===== src/hdl/bus_slave_pkg.sv =====
// bus slave package: widths, memory geometry and split timing of the serial target port
package bus_slave_pkg;

	// serial address bits shifted in per request
	localparam int ADDR_WIDTH = 12;

	// width of one data word on rx_data and tx_data
	localparam int DATA_WIDTH = 8;

	// only the low address bits reach the memory decoder
	// higher bits alias onto the same locations
	localparam int MEM_ADDR_WIDTH = 6;

	// number of bytes in the local memory
	localparam int MEM_DEPTH = 64;

	// cycles during which split_en frees the bus on a read
	localparam int SPLIT_CYCLES = 4;

	// down-counter width, holds SPLIT_CYCLES - 1
	localparam int TIMER_WIDTH = 3;

	// address payload as collected from rx_address
	typedef logic [ADDR_WIDTH-1:0] addr_t;

	// data payload, both for writes and for the read answer
	typedef logic [DATA_WIDTH-1:0] data_t;

endpackage


===== src/hdl/serial_rx.sv =====
// serial receiver: collects one lsb-first payload from a single bit line after a start pulse
module serial_rx
	import bus_slave_pkg::*;
#(
	parameter type payload_t = data_t
)
(
	input  logic     clk,
	input  logic     rst,
	input  logic     start,
	input  logic     bit_in,
	output payload_t payload,
	output logic     done
);

	// payload width and matching bit counter width
	localparam int W = $bits(payload_t);
	localparam int CW = $clog2(W);

	// receive in progress
	logic busy;
	// bits taken so far
	logic [CW-1:0] bit_cnt;
	// shift register, holds the word once complete
	payload_t shift_q;

	// control path
	// start only arms the receiver, first bit comes one edge later
	always_ff @(posedge clk)
	begin
		if (rst)
		begin
			busy <= 1'b0;
			bit_cnt <= '0;
			done <= 1'b0;
		end
		else
		begin
			// done is a single-cycle pulse
			done <= 1'b0;
			if (start)
			begin
				busy <= 1'b1;
				bit_cnt <= '0;
			end
			else if (busy)
			begin
				bit_cnt <= bit_cnt + 1'b1;
				// last bit sampled here
				if (bit_cnt == CW'(W - 1))
				begin
					busy <= 1'b0;
					done <= 1'b1;
				end
			end
		end
	end

	// data path
	// new bits enter at the top and move down, so bit 0 ends up at the bottom
	always_ff @(posedge clk)
	begin
		if (busy && !start)
		begin
			shift_q <= {bit_in, shift_q[W-1:1]};
		end
	end

	// held until the next start
	assign payload = shift_q;

endmodule


===== src/hdl/serial_tx.sv =====
// serial transmitter: shifts the read byte out lsb first, advancing only while master_ready is high
module serial_tx
	import bus_slave_pkg::*;
(
	input  logic  clk,
	input  logic  rst,
	input  logic  load,
	input  data_t word,
	input  logic  master_ready,
	output logic  tx_data,
	output logic  tx_done
);

	// counter sized for DATA_WIDTH bits
	localparam int CW = $clog2(DATA_WIDTH);

	// a word is being sent
	logic busy;
	// bits accepted by the master so far
	logic [CW-1:0] bit_cnt;
	// outgoing word, current bit sits at position 0
	data_t shift_q;

	// an edge where the master takes the current bit
	logic advance;
	assign advance = busy && master_ready;

	// control path
	always_ff @(posedge clk)
	begin
		if (rst)
		begin
			busy <= 1'b0;
			bit_cnt <= '0;
		end
		else if (load)
		begin
			busy <= 1'b1;
			bit_cnt <= '0;
		end
		else if (advance)
		begin
			bit_cnt <= bit_cnt + 1'b1;
			// last bit taken, stop
			if (bit_cnt == CW'(DATA_WIDTH - 1))
			begin
				busy <= 1'b0;
			end
		end
	end

	// data path
	// load presents bit 0 at once
	// master_ready low just holds the current bit
	always_ff @(posedge clk)
	begin
		if (load)
		begin
			shift_q <= word;
		end
		else if (advance)
		begin
			shift_q <= shift_q >> 1;
		end
	end

	assign tx_data = shift_q[0];

	// pulse comes with the last accepted bit
	assign tx_done = advance && (bit_cnt == CW'(DATA_WIDTH - 1));

endmodule


===== src/hdl/split_timer.sv =====
// split timer: counts down the cycles during which a read releases the bus
module split_timer
	import bus_slave_pkg::*;
(
	input  logic clk,
	input  logic rst,
	input  logic load,
	output logic expired
);

	// remaining split cycles after the current one
	logic [TIMER_WIDTH-1:0] count;
	// a split is being timed
	logic running;

	always_ff @(posedge clk)
	begin
		if (rst)
		begin
			running <= 1'b0;
			count <= '0;
		end
		else if (load)
		begin
			// load cycle itself is the first split cycle
			running <= 1'b1;
			count <= TIMER_WIDTH'(SPLIT_CYCLES - 1);
		end
		else if (running)
		begin
			if (count == '0)
				running <= 1'b0;
			else
				count <= count - 1'b1;
		end
	end

	// high for the single cycle where the count sits at zero
	assign expired = running && (count == '0);

endmodule


===== src/hdl/slave_ctrl.sv =====
// slave controller: transaction FSM that sequences receive, memory access, split and read answer
module slave_ctrl
(
	input  logic clk,
	input  logic rst,
	input  logic read_en,
	input  logic write_en,
	input  logic master_valid,
	input  logic addr_done,
	input  logic expired,
	input  logic tx_done,
	output logic rx_start,
	output logic mem_we,
	output logic mem_re,
	output logic timer_load,
	output logic tx_load,
	output logic slave_ready,
	output logic split_en,
	output logic slave_valid
);

	// IDLE waits for a request
	// RECEIVE shifts address and data in
	// SPLIT keeps the bus free while the memory answers
	// VALID sends the byte back
	typedef enum logic [1:0]
	{
		IDLE,
		RECEIVE,
		SPLIT,
		VALID
	} state_t;

	state_t state;

	// kind of request, kept for the whole receive phase
	logic is_write;

	// a strobe together with master_valid
	logic request;
	assign request = master_valid && (read_en || write_en);

	// serial payload fully in
	logic rx_end;
	assign rx_end = (state == RECEIVE) && addr_done;

	always_ff @(posedge clk)
	begin
		if (rst)
		begin
			state <= IDLE;
			is_write <= 1'b0;
		end
		else
		begin
			case (state)
				IDLE:
				begin
					if (request)
					begin
						// write wins when both strobes are up
						is_write <= write_en;
						state <= RECEIVE;
					end
				end
				RECEIVE:
				begin
					// writes finish here, reads go on to the split
					if (addr_done)
						state <= is_write ? IDLE : SPLIT;
				end
				SPLIT:
				begin
					if (expired)
						state <= VALID;
				end
				VALID:
				begin
					// last bit taken by the master
					if (tx_done)
						state <= IDLE;
				end
				default:
				begin
					state <= IDLE;
				end
			endcase
		end
	end

	// both receivers armed on the accepting edge
	assign rx_start = (state == IDLE) && request;

	// memory strobes at the end of the address
	assign mem_we = rx_end && is_write;
	assign mem_re = rx_end && !is_write;

	// split timing starts with the memory read
	assign timer_load = rx_end && !is_write;

	// transmitter picks up the read byte as the split ends
	assign tx_load = (state == SPLIT) && expired;

	// bus levels straight from the state
	assign slave_ready = (state == IDLE);
	assign split_en = (state == SPLIT);
	assign slave_valid = (state == VALID);

endmodule


===== src/hdl/slave_mem.sv =====
// slave memory: 64-byte store with synchronous write and registered read, low address bits only
module slave_mem
	import bus_slave_pkg::*;
(
	input  logic  clk,
	input  logic  rst,
	input  logic  we,
	input  logic  re,
	input  addr_t addr,
	input  data_t wr_data,
	output data_t rd_data
);

	// storage, contents undefined until written
	data_t mem [MEM_DEPTH];

	// upper address bits ignored, so addresses alias every MEM_DEPTH bytes
	logic [MEM_ADDR_WIDTH-1:0] index;
	assign index = addr[MEM_ADDR_WIDTH-1:0];

	// write port
	always_ff @(posedge clk)
	begin
		if (we)
		begin
			mem[index] <= wr_data;
		end
	end

	// read port
	// data valid one cycle after re and held until the next read
	always_ff @(posedge clk)
	begin
		if (rst)
		begin
			rd_data <= '0;
		end
		else if (re)
		begin
			rd_data <= mem[index];
		end
	end

endmodule


===== src/hdl/bus_slave.sv =====
// bus slave: serial target port joining controller, receivers, memory, split timer and transmitter
module bus_slave
	import bus_slave_pkg::*;
(
	input  logic clk,
	input  logic rst,
	input  logic read_en,
	input  logic write_en,
	input  logic master_valid,
	input  logic master_ready,
	input  logic rx_address,
	input  logic rx_data,
	output logic slave_ready,
	output logic split_en,
	output logic slave_valid,
	output logic tx_data
);

	// controller strobes
	logic rx_start;
	logic mem_we;
	logic mem_re;
	logic timer_load;
	logic tx_load;

	// status back to the controller
	logic addr_done;
	logic expired;
	logic tx_done;

	// payloads and read byte
	addr_t addr_payload;
	data_t data_payload;
	data_t rd_data;

	slave_ctrl slave_ctrl_inst
	(
		.clk          (clk),
		.rst          (rst),
		.read_en      (read_en),
		.write_en     (write_en),
		.master_valid (master_valid),
		.addr_done    (addr_done),
		.expired      (expired),
		.tx_done      (tx_done),
		.rx_start     (rx_start),
		.mem_we       (mem_we),
		.mem_re       (mem_re),
		.timer_load   (timer_load),
		.tx_load      (tx_load),
		.slave_ready  (slave_ready),
		.split_en     (split_en),
		.slave_valid  (slave_valid)
	);

	split_timer split_timer_inst
	(
		.clk     (clk),
		.rst     (rst),
		.load    (timer_load),
		.expired (expired)
	);

	// address receiver, its done ends the receive phase
	serial_rx #(.payload_t(addr_t)) addr_rx_inst
	(
		.clk     (clk),
		.rst     (rst),
		.start   (rx_start),
		.bit_in  (rx_address),
		.payload (addr_payload),
		.done    (addr_done)
	);

	// data receiver, shorter so it is always done before the address
	serial_rx #(.payload_t(data_t)) data_rx_inst
	(
		.clk     (clk),
		.rst     (rst),
		.start   (rx_start),
		.bit_in  (rx_data),
		.payload (data_payload),
		.done    ()
	);

	slave_mem slave_mem_inst
	(
		.clk     (clk),
		.rst     (rst),
		.we      (mem_we),
		.re      (mem_re),
		.addr    (addr_payload),
		.wr_data (data_payload),
		.rd_data (rd_data)
	);

	serial_tx serial_tx_inst
	(
		.clk          (clk),
		.rst          (rst),
		.load         (tx_load),
		.word         (rd_data),
		.master_ready (master_ready),
		.tx_data      (tx_data),
		.tx_done      (tx_done)
	);

endmodule


===== config.mk =====
export PLATFORM = sky130hd
export DESIGN_NAME = bus_slave
export DESIGN_NICKNAME = d
export VERILOG_FILES = /design/src/hdl/bus_slave_pkg.sv /design/src/hdl/serial_rx.sv /design/src/hdl/serial_tx.sv /design/src/hdl/split_timer.sv /design/src/hdl/slave_ctrl.sv /design/src/hdl/slave_mem.sv /design/src/hdl/bus_slave.sv
export SDC_FILE = /design/constraint.sdc
export NUM_CORES = 1
export LEC_CHECK = 0
export BUFFER_PORTS_ARGS = -buffer_cell sky130_fd_sc_hd__buf_2
export CAP_MARGIN = 20
export CORE_ASPECT_RATIO = 1.5
export CORE_MARGIN = 4
export CORE_UTILIZATION = 35
export DETAILED_ROUTE_END_ITERATION = 8
export HOLD_SLACK_MARGIN = 0.08
export PLACE_DENSITY = 0.57
export SYNTH_ARGS = -nofsm -noshare
export SYNTH_HDL_FRONTEND = slang
export SYNTH_SLANG_ARGS = --single-unit

===== constraint.sdc =====
create_clock -name clk -period 3.3 [get_ports clk]
set_clock_uncertainty 0.05 [all_clocks]
set_input_delay 0.165 -clock clk [delete_from_list [all_inputs] [get_ports clk]]
set_output_delay 0.165 -clock clk [all_outputs]
set_load 0.05 [all_outputs]

; Word-level counts from Yosys, hierarchy flattened
; Memory sizes are Yosys's and may differ from the RTL's. A register that Yosys moved wholly into a read port is not among the register bits.
; Cells that the tools add are included.
; W data, S select, Z words.
[word_totals]
regBits = 49
ram_bits = 512
input_bits = 8
output_inout_bits = 4
elab_cells = 87
memories = 1
[op_classes]
addsub = 4
eq_ne = 11
n_mux = 26
n_bitwise = 2
reduce_logical = 28
[mem_list]
columns = name, words, word_bits, rd, rd_clocked_by_memory_dff, write_ports, line
row1 = slave_mem_inst.mem, 64, 8, 1, 1, 1, slave_mem.sv:15  ; data_t mem [MEM_DEPTH];
[ops]
columns = op, n
row1 = $mux W2, 8
row2 = $mux W8, 2
row3 = $mux W1, 15
row4 = $logic_and A1 B1 Y1, 11
row5 = $ne A2 B1 Y1 const B, 4
row6 = $pmux W2 S4, 1
row7 = $reduce_and A2 Y1, 4
row8 = $add A3 B1 Y3 const B, 2
row9 = $eq A3 B3 Y1 const B, 2
row10 = $reduce_bool A2 Y1, 3
row11 = $reduce_or A2 Y1, 3
row12 = $add A4 B1 Y4 const B, 1
row13 = $eq A2 B2 Y1 const B, 2
row14 = $eq A4 B4 Y1 const B, 1
row15 = $reduce_and A4 Y1, 1
row16 = $logic_not A3 Y1, 1
row17 = $reduce_or A3 Y1, 1
row18 = $sub A3 B1 Y3 const B, 1
row19 = $eq A2 B1 Y1 const B, 1
row20 = $logic_not A1 Y1, 2
row21 = $logic_not A2 Y1, 1
row22 = $ne A2 B2 Y1 const B, 1
row23 = $not A1 Y1, 2
row24 = $logic_or A1 B1 Y1, 1

; Longest topological paths before layout
; Gate-level depths: netlist of the first run.
[logic_depth]
word_depth = 5
depth_mapped = 11
mapped_depth_nobuf = 7

; Hierarchy
; From an unflattened synthesis of the first run, not the netlist that was laid out.
[unflattened]
hier_cells = 1318
hier_area_um2 = 22505.3
[by_module_without_submodules]
columns = mod, n_inst, cells_per_inst, area_per_inst_um2, seq_area_each_um2
row1 = slave_mem, 1, 1171, 20417.1, 15534.9
row2 = serial_rx (addr_rx_inst), 1, 38, 645.6, 480.5
row3 = serial_tx, 1, 39, 589.3, 320.3
row4 = serial_rx (data_rx_inst), 1, 26, 446.7, 340.3
row5 = split_timer, 1, 23, 219.0, 80.1
row6 = slave_ctrl, 1, 21, 187.7, 60.1

; Least setup slack after synthesis of the first run
; No wires, ideal clock.
[synth_timing]
path_type = register to register
start = register (tool-made name)
end = register serial_tx_inst.shift_q[0], enable pin
setup_time_ps = 334
arrival_time_ps = 2265
required_ps = 2916
setup_slack_ps = 651
path_stages_with_launch = 6
synth_period_minus_slack_ps = 2649
cell_sequence = dfxtp_1 clkbuf_1 nor2b_1 and2_1 clkbuf_1 nand2b_1
[synth_rtl]
columns = element, line
row1 = "end signal, assigned", serial_tx.sv:59  ; shift_q <= word;
row2 = "end signal, assigned", serial_tx.sv:63  ; shift_q <= shift_q >> 1;
row3 = "end, declared", serial_tx.sv:22  ; data_t shift_q;

==> impl_metrics.yaml, run 1 <==
run_status:
  status: "completed"
yosys:
  synth.avg_cell_area_sq_um: 17.10
  ys_seq_area_frac: 0.7537
  synth_edf_count: 540
  synthFlopType: "edfxtp_1"
  synth_cells: 1303
  yosysWarnings: 0
  synth_area_sq_um: 22290
  ys_async_sr_fraction: 0
  syn-num-nets: 1318
  ys_ff_latch: 569
  synth_cell_type_count: 66
sta:
  rsz0062_at_grt: "false"
  worst_slew_pin_slew_ns: 1.063
  relSlewSlack: 0.2900
  setup_viol: 0
  fmax_ghz: 0.3323
  fin_setup_tns_ns: 0
  finalHoldViolations: 0
  min_period_ns: 3.009
  finalCritPeriodShare: 0.9119
  finalMaxSlewViolations: 0
placement:
  portBuffers: 11
  gp_congestion: 0.9246
  place_area_sq_um: 24060
  place_hpwl_microns: 41230
finish:
  fin_area_sq_um: 25830
  syn_to_final_growth_pct: 15.92
  layout.nets: 1448
  drive_above_1_share: 0.2172
  fin_util: 0.4088
worst_setup_path:
  rrSetupSlack_ns: 0.29
  arrival_ns: 3.48
  rr_endpoint: "slave_mem_inst.rd_data[5]"
  crit_slowest_cell: "nor2b_1"
  cp-startpoint: "addr_rx_inst.payload[1]"
  cp-start-kind: "flop"
  cp_max_fo: 32
  critical_path.n_buffers_inverters: 2
  reg2regPathDepth: 8
  cp_cell_sequence: "buf_12 -> buf_4 -> nor2b_1 -> a22o_1 -> nand2_1 -> a31oi_1 -> or4_1 -> o31a_1"
  crit_type: "flop to flop"
  reg2reg_from: "addr_rx_inst.payload[1]"
  required_ns: 3.77
  endpoint_kind: "flop"
  crit_family: "simple AND/OR/NAND/NOR gates"
  critPathMaxStageDelay_ns: 0.88
routing:
  dr.first_iter.drc_count: 1463
  drt-total-wl_microns: 62950
  drt-vias-per-instance: 5.615
  ant_nets: 0
  vias: 12796
  drc: 0
  routedWlPerCell_microns: 27.62
  drtPass1Iterations: 8
clocking:
  cts_tree: "built"
  numCtsBuffers: 49
  post_cts.repair.setup_buffers: 0
  cts-resized-gates: 0
  cts_sinks: 569
  clock_latency_ns: 0.59
  cts_root_buf: "clkbuf_16"
  path_clk_slew_ns: 0.07
  htree_num_levels: 2
  cts.path.max_buffers: 3
floorplan:
  die_width_microns: 214.0
  die_area_sq_um: 67860
  core_sq_um: 63200
  initial_core_util: 0.3526
  pin_count: 12
  die_h_microns: 317.0
  rows: 113
grt:
  antenna_found_initial: 0
  grt_max_degree: 66
  grtUsageTotal: 0.1818
  grt_pass1_vias: 12999
  grt_pass1_wl_microns: 91140
  overflow: 0
hold_path:
  whs_endpoint: "slave_ctrl_inst.state[0]"
  hold_path_class: "input port to flop"
  hp-start: "read_en"
  hold_depth: 5
power_and_ir_drop:
  power.density_nw_per_um2: 569.3
  ir_worst_vdd_mv: 0.4429
  p_leak_nw: 8.519
flow_run:
  drv_cap: 0
-- per-stage QoR --
stage	cells	hold slack [ns]	worst slack [ns]	total power, mW
3_5_place_dp	2179	0.2931	0.3262	8.752
3_3_place_gp	2179	0.2982	0.3973	8.744
6_report	2279	0.1430	0.2906	14.71
4_1_cts	2278	0.08305	0.3138	14.80
5_1_grt	2278	0.1363	0.2727	15.13
2_1_floorplan	1303	0.2139	0.6510	8.463
-- where the power goes --
part	switching [mW]	total (mW)	internal, mW
clock	2.58	6.10	3.52
combinational	0.463	0.681	0.218
sequential	0.0234	7.92	7.90
-- final cells by class --
| class | instances | area [sq um] |
|---|---|---|
| Clock buffer | 56 | 1295 |
| Antenna cell | 1 | 2.502 |
| Sequential cell | 569 | 16800 |
| Clock inverter | 35 | 397.9 |
| Inverter | 8 | 30.03 |
| Tap cell | 805 | 1007 |
| Multi-Input combinational cell | 643 | 5009 |
| Fill cell | 5610 | 37370 |
| Timing Repair Buffer | 162 | 1296 |
-- tightest hold or removal path: stages --
cell	delay [ns]
buf_2	0.07
o21ai_0	0.09
nor2_1	0.12
a211oi_1	0.06
a211oi_1	0.20
-- worst max path at each step --
stage	cells after the start	to
final	8	slave_mem_inst.rd_data[5]
after global placement	8	slave_mem_inst.rd_data[5]
after global routing	8	slave_mem_inst.rd_data[5]
after CTS	8	slave_mem_inst.rd_data[5]
after floorplan	5	serial_tx_inst.shift_q[0]
after detailed placement	8	slave_mem_inst.rd_data[5]
-- kinds of logic (layout without fill, tap and decap cells) --
family | count (synthesis) | after routing | share of synthesized area
AO/OA/AOI/OAI | 255 | 255 | 0.08298
adder cells (fa/ha/maj) | 7 | 7 | 0.003930
multiplexers | 159 | 159 | 0.09129
other | 0 | 1 | 0
flip-flops | 569 | 569 | 0.7537
buffers and inverters | 91 | 261 | 0.02223
XOR/XNOR | 7 | 7 | 0.002751
AND/OR/NAND/NOR | 215 | 215 | 0.04312
-- cell usage after synthesis (6+ instances only) --
cell type	count	area share
o221ai_1	6	0.0024
inv_1	7	0.0012
buf_2	24	0.0054
a221oi_1	45	0.018
edfxtp_1	540	0.73
a32oi_1	6	0.0024
a21oi_1	42	0.0094
mux2i_1	78	0.035
mux2_2	49	0.025
ha_1	7	0.0039
nor2_1	117	0.020
o21ai_0	34	0.0076
o22a_1	6	0.0024
and2_1	9	0.0025
a22oi_1	40	0.013
nor3_1	6	0.0013
a221o_1	10	0.0045
o31a_1	6	0.0024
clkbuf_1	31	0.0052
buf_6	8	0.0040
a22o_1	10	0.0039
nand2_1	39	0.0066
mux4_2	27	0.027
nand3_1	11	0.0025
dfxtp_1	29	0.026
buf_4	14	0.0047
o22ai_1	18	0.0051
nor2b_1	7	0.0020
a31oi_1	6	0.0017
-- cell usage in the layout (no fill, tap or decap), types with 7 or more instances in the layout --
cell type,count
buf_4,136
nand3_1,11
and2_1,9
a22oi_1,40
edfxtp_1,540
buf_12,7
buf_2,11
mux4_2,27
dlygate4sd3_1,8
o22ai_1,18
inv_1,7
a21oi_1,42
dfxtp_1,29
a221o_1,10
clkinv_2,10
a221oi_1,45
ha_1,7
mux2_2,49
bufinv_16,9
nor2_1,115
mux2i_1,78
nand2_1,39
clkinv_1,12
clkbuf_16,51
a22o_1,10
o21ai_0,34
-- metal layers --
metal	vias up	global-route usage	routed length, microns
met4	0	0.08919	3317
met1	6623	0.2096	22650
met3	140	0.02562	3998
li1	5480	-	-
met2	553	0.3335	32980
met5	-	0	0
-- state kept, by name (all words and copies together), names as in the netlist, named ones only --
signal	count
data_rx_inst.busy	1
slave_mem_inst.mem	512
addr_rx_inst.bit_cnt	4
addr_rx_inst.busy	1
split_timer_inst.running	1
slave_ctrl_inst.state	1
serial_tx_inst.busy	1
addr_rx_inst.done	1
data_rx_inst.bit_cnt	3
split_timer_inst.count	3
data_rx_inst.payload	8
serial_tx_inst.bit_cnt	3
slave_mem_inst.rd_data	8
addr_rx_inst.payload	12
slave_ctrl_inst.is_write	1
serial_tx_inst.shift_q	8
-- timing repair --
item / in CTS / in global routing
hold buffers: 8 / 0
endpoints found under the setup margin: 0 / 0
hold endpoints to repair: 14 / 0
(Power assumes the default switching activity.)
==> inputs of run 2 (changes only) <==
ABC_AREA = 1   (was not set)
SYNTH_HIERARCHICAL = 1   (was not set)
==> impl_metrics.yaml, run 2 <==
clocking:
  cts_root_buf: "clkbuf_16"
  path_clk_slew_ns: 0.06
  clock_latency_ns: 0.58
  htree_num_levels: 2
  numCtsBuffers: 49
  cts.path.max_buffers: 3
  post_cts.repair.setup_buffers: 0
  cts_tree: "built"
  cts_sinks: 569
placement:
  gp_congestion: 0.8526
  portBuffers: 11
  place_hpwl_microns: 36930
  placed_cells: 3295
worst_setup_path:
  crit_type: "flop to flop"
  arrival_ns: 2.82
  required_ns: 3.46
  endpoint_kind: "flop"
  cp_max_fo: 9
  cp-start-kind: "flop"
sta:
  finalCritPeriodShare: 0.8053
  finalMaxSlewViolations: 0
  fmax_ghz: 0.3763
  finalHoldViolations: 0
  relSlewSlack: 0.3933
  min_period_ns: 2.658
  setup_viol: 0
  fin_setup_tns_ns: 0
  worst_slew_pin_slew_ns: 0.9100
  rsz0062_at_grt: "false"
finish:
  final_common_cell: "nand2_1"
  top_register: "slave_mem_inst/mem"
  n_antenna_cell: 0
  final_cells: 3394
  largest_reg_flops: 512
  drive_above_1_share: 0.08553
  fillers: 6532
  multiInputGateArea_sq_um: 6519
  layout.nets: 2478
  syn_to_final_growth_pct: 13.36
  layout_common_cells: "nand2_1, edfxtp_1, nor2_1, buf_4, inv_1"
  regArea_sq_um: 16800
floorplan:
  core_sq_um: 68070
  die_area_sq_um: 73290
  die_width_microns: 222.4
  pin_count: 12
  die_h_microns: 329.6
  initial_core_util: 0.3544
  rows: 117
routing:
  met3_length_microns: 2315
  drc: 0
  dr_wl_met2_microns: 32940
  dr.first_iter.drc_count: 1042
  drtPass1Iterations: 5
  vias: 16234
  ant_nets: 0
  top_layer: "met4"
  routedWlPerCell_microns: 18.22
  wl_met1_microns: 24300
  drt-vias-per-instance: 4.783
  drt-total-wl_microns: 61830
hold_path:
  hold_path_class: "input port to flop"
grt:
  grt_pass1_vias: 16381
  antenna_found_initial: 0
  grt_max_degree: 111
  grt_pass1_wl_microns: 94920
  grtUsageTotal: 0.1659
  overflow: 0
power_and_ir_drop:
  p_leak_nw: 11.23
  seqPwrFrac: 0.536
  p_switching_mw: 3.191
  p_int_mw: 11.63
  clkPwrFrac: 0.411
  power.density_nw_per_um2: 542.0
  switching_share: 0.2153
  ir_worst_vdd_mv: 0.3765
  combPwrFrac: 0.053
yosys:
  synth_area_sq_um: 24130
  synth.avg_cell_area_sq_um: 10.03
  yosysWarnings: 6
  synth_cells: 2405
  syn-num-nets: 2420
flow_run:
  drv_cap: 0
run_status:
  status: "completed"
==> run 2: cell count changes in the layout (fill, tap and decap cells not counted), moves of 14 or more <==
cell / delta
nand2_1: +1385
a22oi_1: -40
nand3_1: +14
a21oi_1: -34
mux4_2: -27
mux2i_1: -78
buf_4: -52
mux2_2: -49
inv_1: +50
a221oi_1: -45
nor2_1: +27
o21ai_0: -19
o22ai_1: -18
==> run 2: layout make-up <==
| cell class | instances | share of cell area |
|---|---|---|
| clock inverters | 27 | 0.01258 |
| well taps | 892 | 0.04081 |
| repair buffers | 113 | 0.03495 |
| flip-flops and latches | 569 | 0.6141 |
| multi-input cells | 1661 | 0.2383 |
| clock buffers | 63 | 0.04941 |
| inverters | 69 | 0.009790 |
==> run 2: metrics by stage <==
step / utilization / hold slack [ns] / setup WS [ns] / total power [mW] / cell area [sq um]
5_1_grt: 0.4018 / 0.2379 / 0.4774 / 15.32 / 27350
2_1_floorplan: - / 0.1774 / 1.280 / 8.601 / 24130
4_1_cts: 0.4018 / 0.2264 / 0.6480 / 14.97 / 27350
6_report: 0.4018 / 0.2614 / 0.6424 / 14.82 / 27350
3_5_place_dp: 0.3756 / 0.3031 / 0.6389 / 8.887 / 25560
3_3_place_gp: 0.3756 / 0.2950 / 0.6937 / 8.878 / 25560
==> run 2: worst paths after layout <==
check                                        startpoint                         to  slack [ns]  cells after the start
worst max-delay path            addr_rx_inst/payload[5]  slave_mem_inst/mem[32][6]        0.64                      4
worst min-delay path                            rx_data    data_rx_inst/payload[7]        0.26                      2
worst max register to register  addr_rx_inst/payload[5]  slave_mem_inst/mem[32][6]        0.64                      4
worst min register to register  addr_rx_inst/payload[9]    addr_rx_inst/payload[8]        0.37                      0
==> run 2: worst max-delay path: stages, from the launching register on <==
cell	delay, ns
edfxtp_1	0.60
nand2_1	0.18
nor2_2	0.37
clkinv_1	0.36
nor2_1	0.73
==> run 2: power by group through the flow <==
stage | clock network (mW) | logic [mW] | registers, mW
after floorplan | 0 | 0.476 | 8.13
after global placement | 0 | 0.782 | 8.10
after CTS | 6.23 | 0.800 | 7.94
after global routing | 6.50 | 0.881 | 7.94
final | 6.09 | 0.790 | 7.94
after detailed placement | 0 | 0.789 | 8.10
==> run 2: timing repair <==
action	4_1_cts	5_1_grt
hold endpoints to repair	13	0
hold buffers	9	0
resized for setup	0	0
==> run 2: layer usage <==
metal  GRT usage  vias to the layer above
li1            -                     7852
met1      0.1911                     7915
met2      0.3157                      357
met3     0.01738                      110
met4     0.06462                        0
met5           0                        -
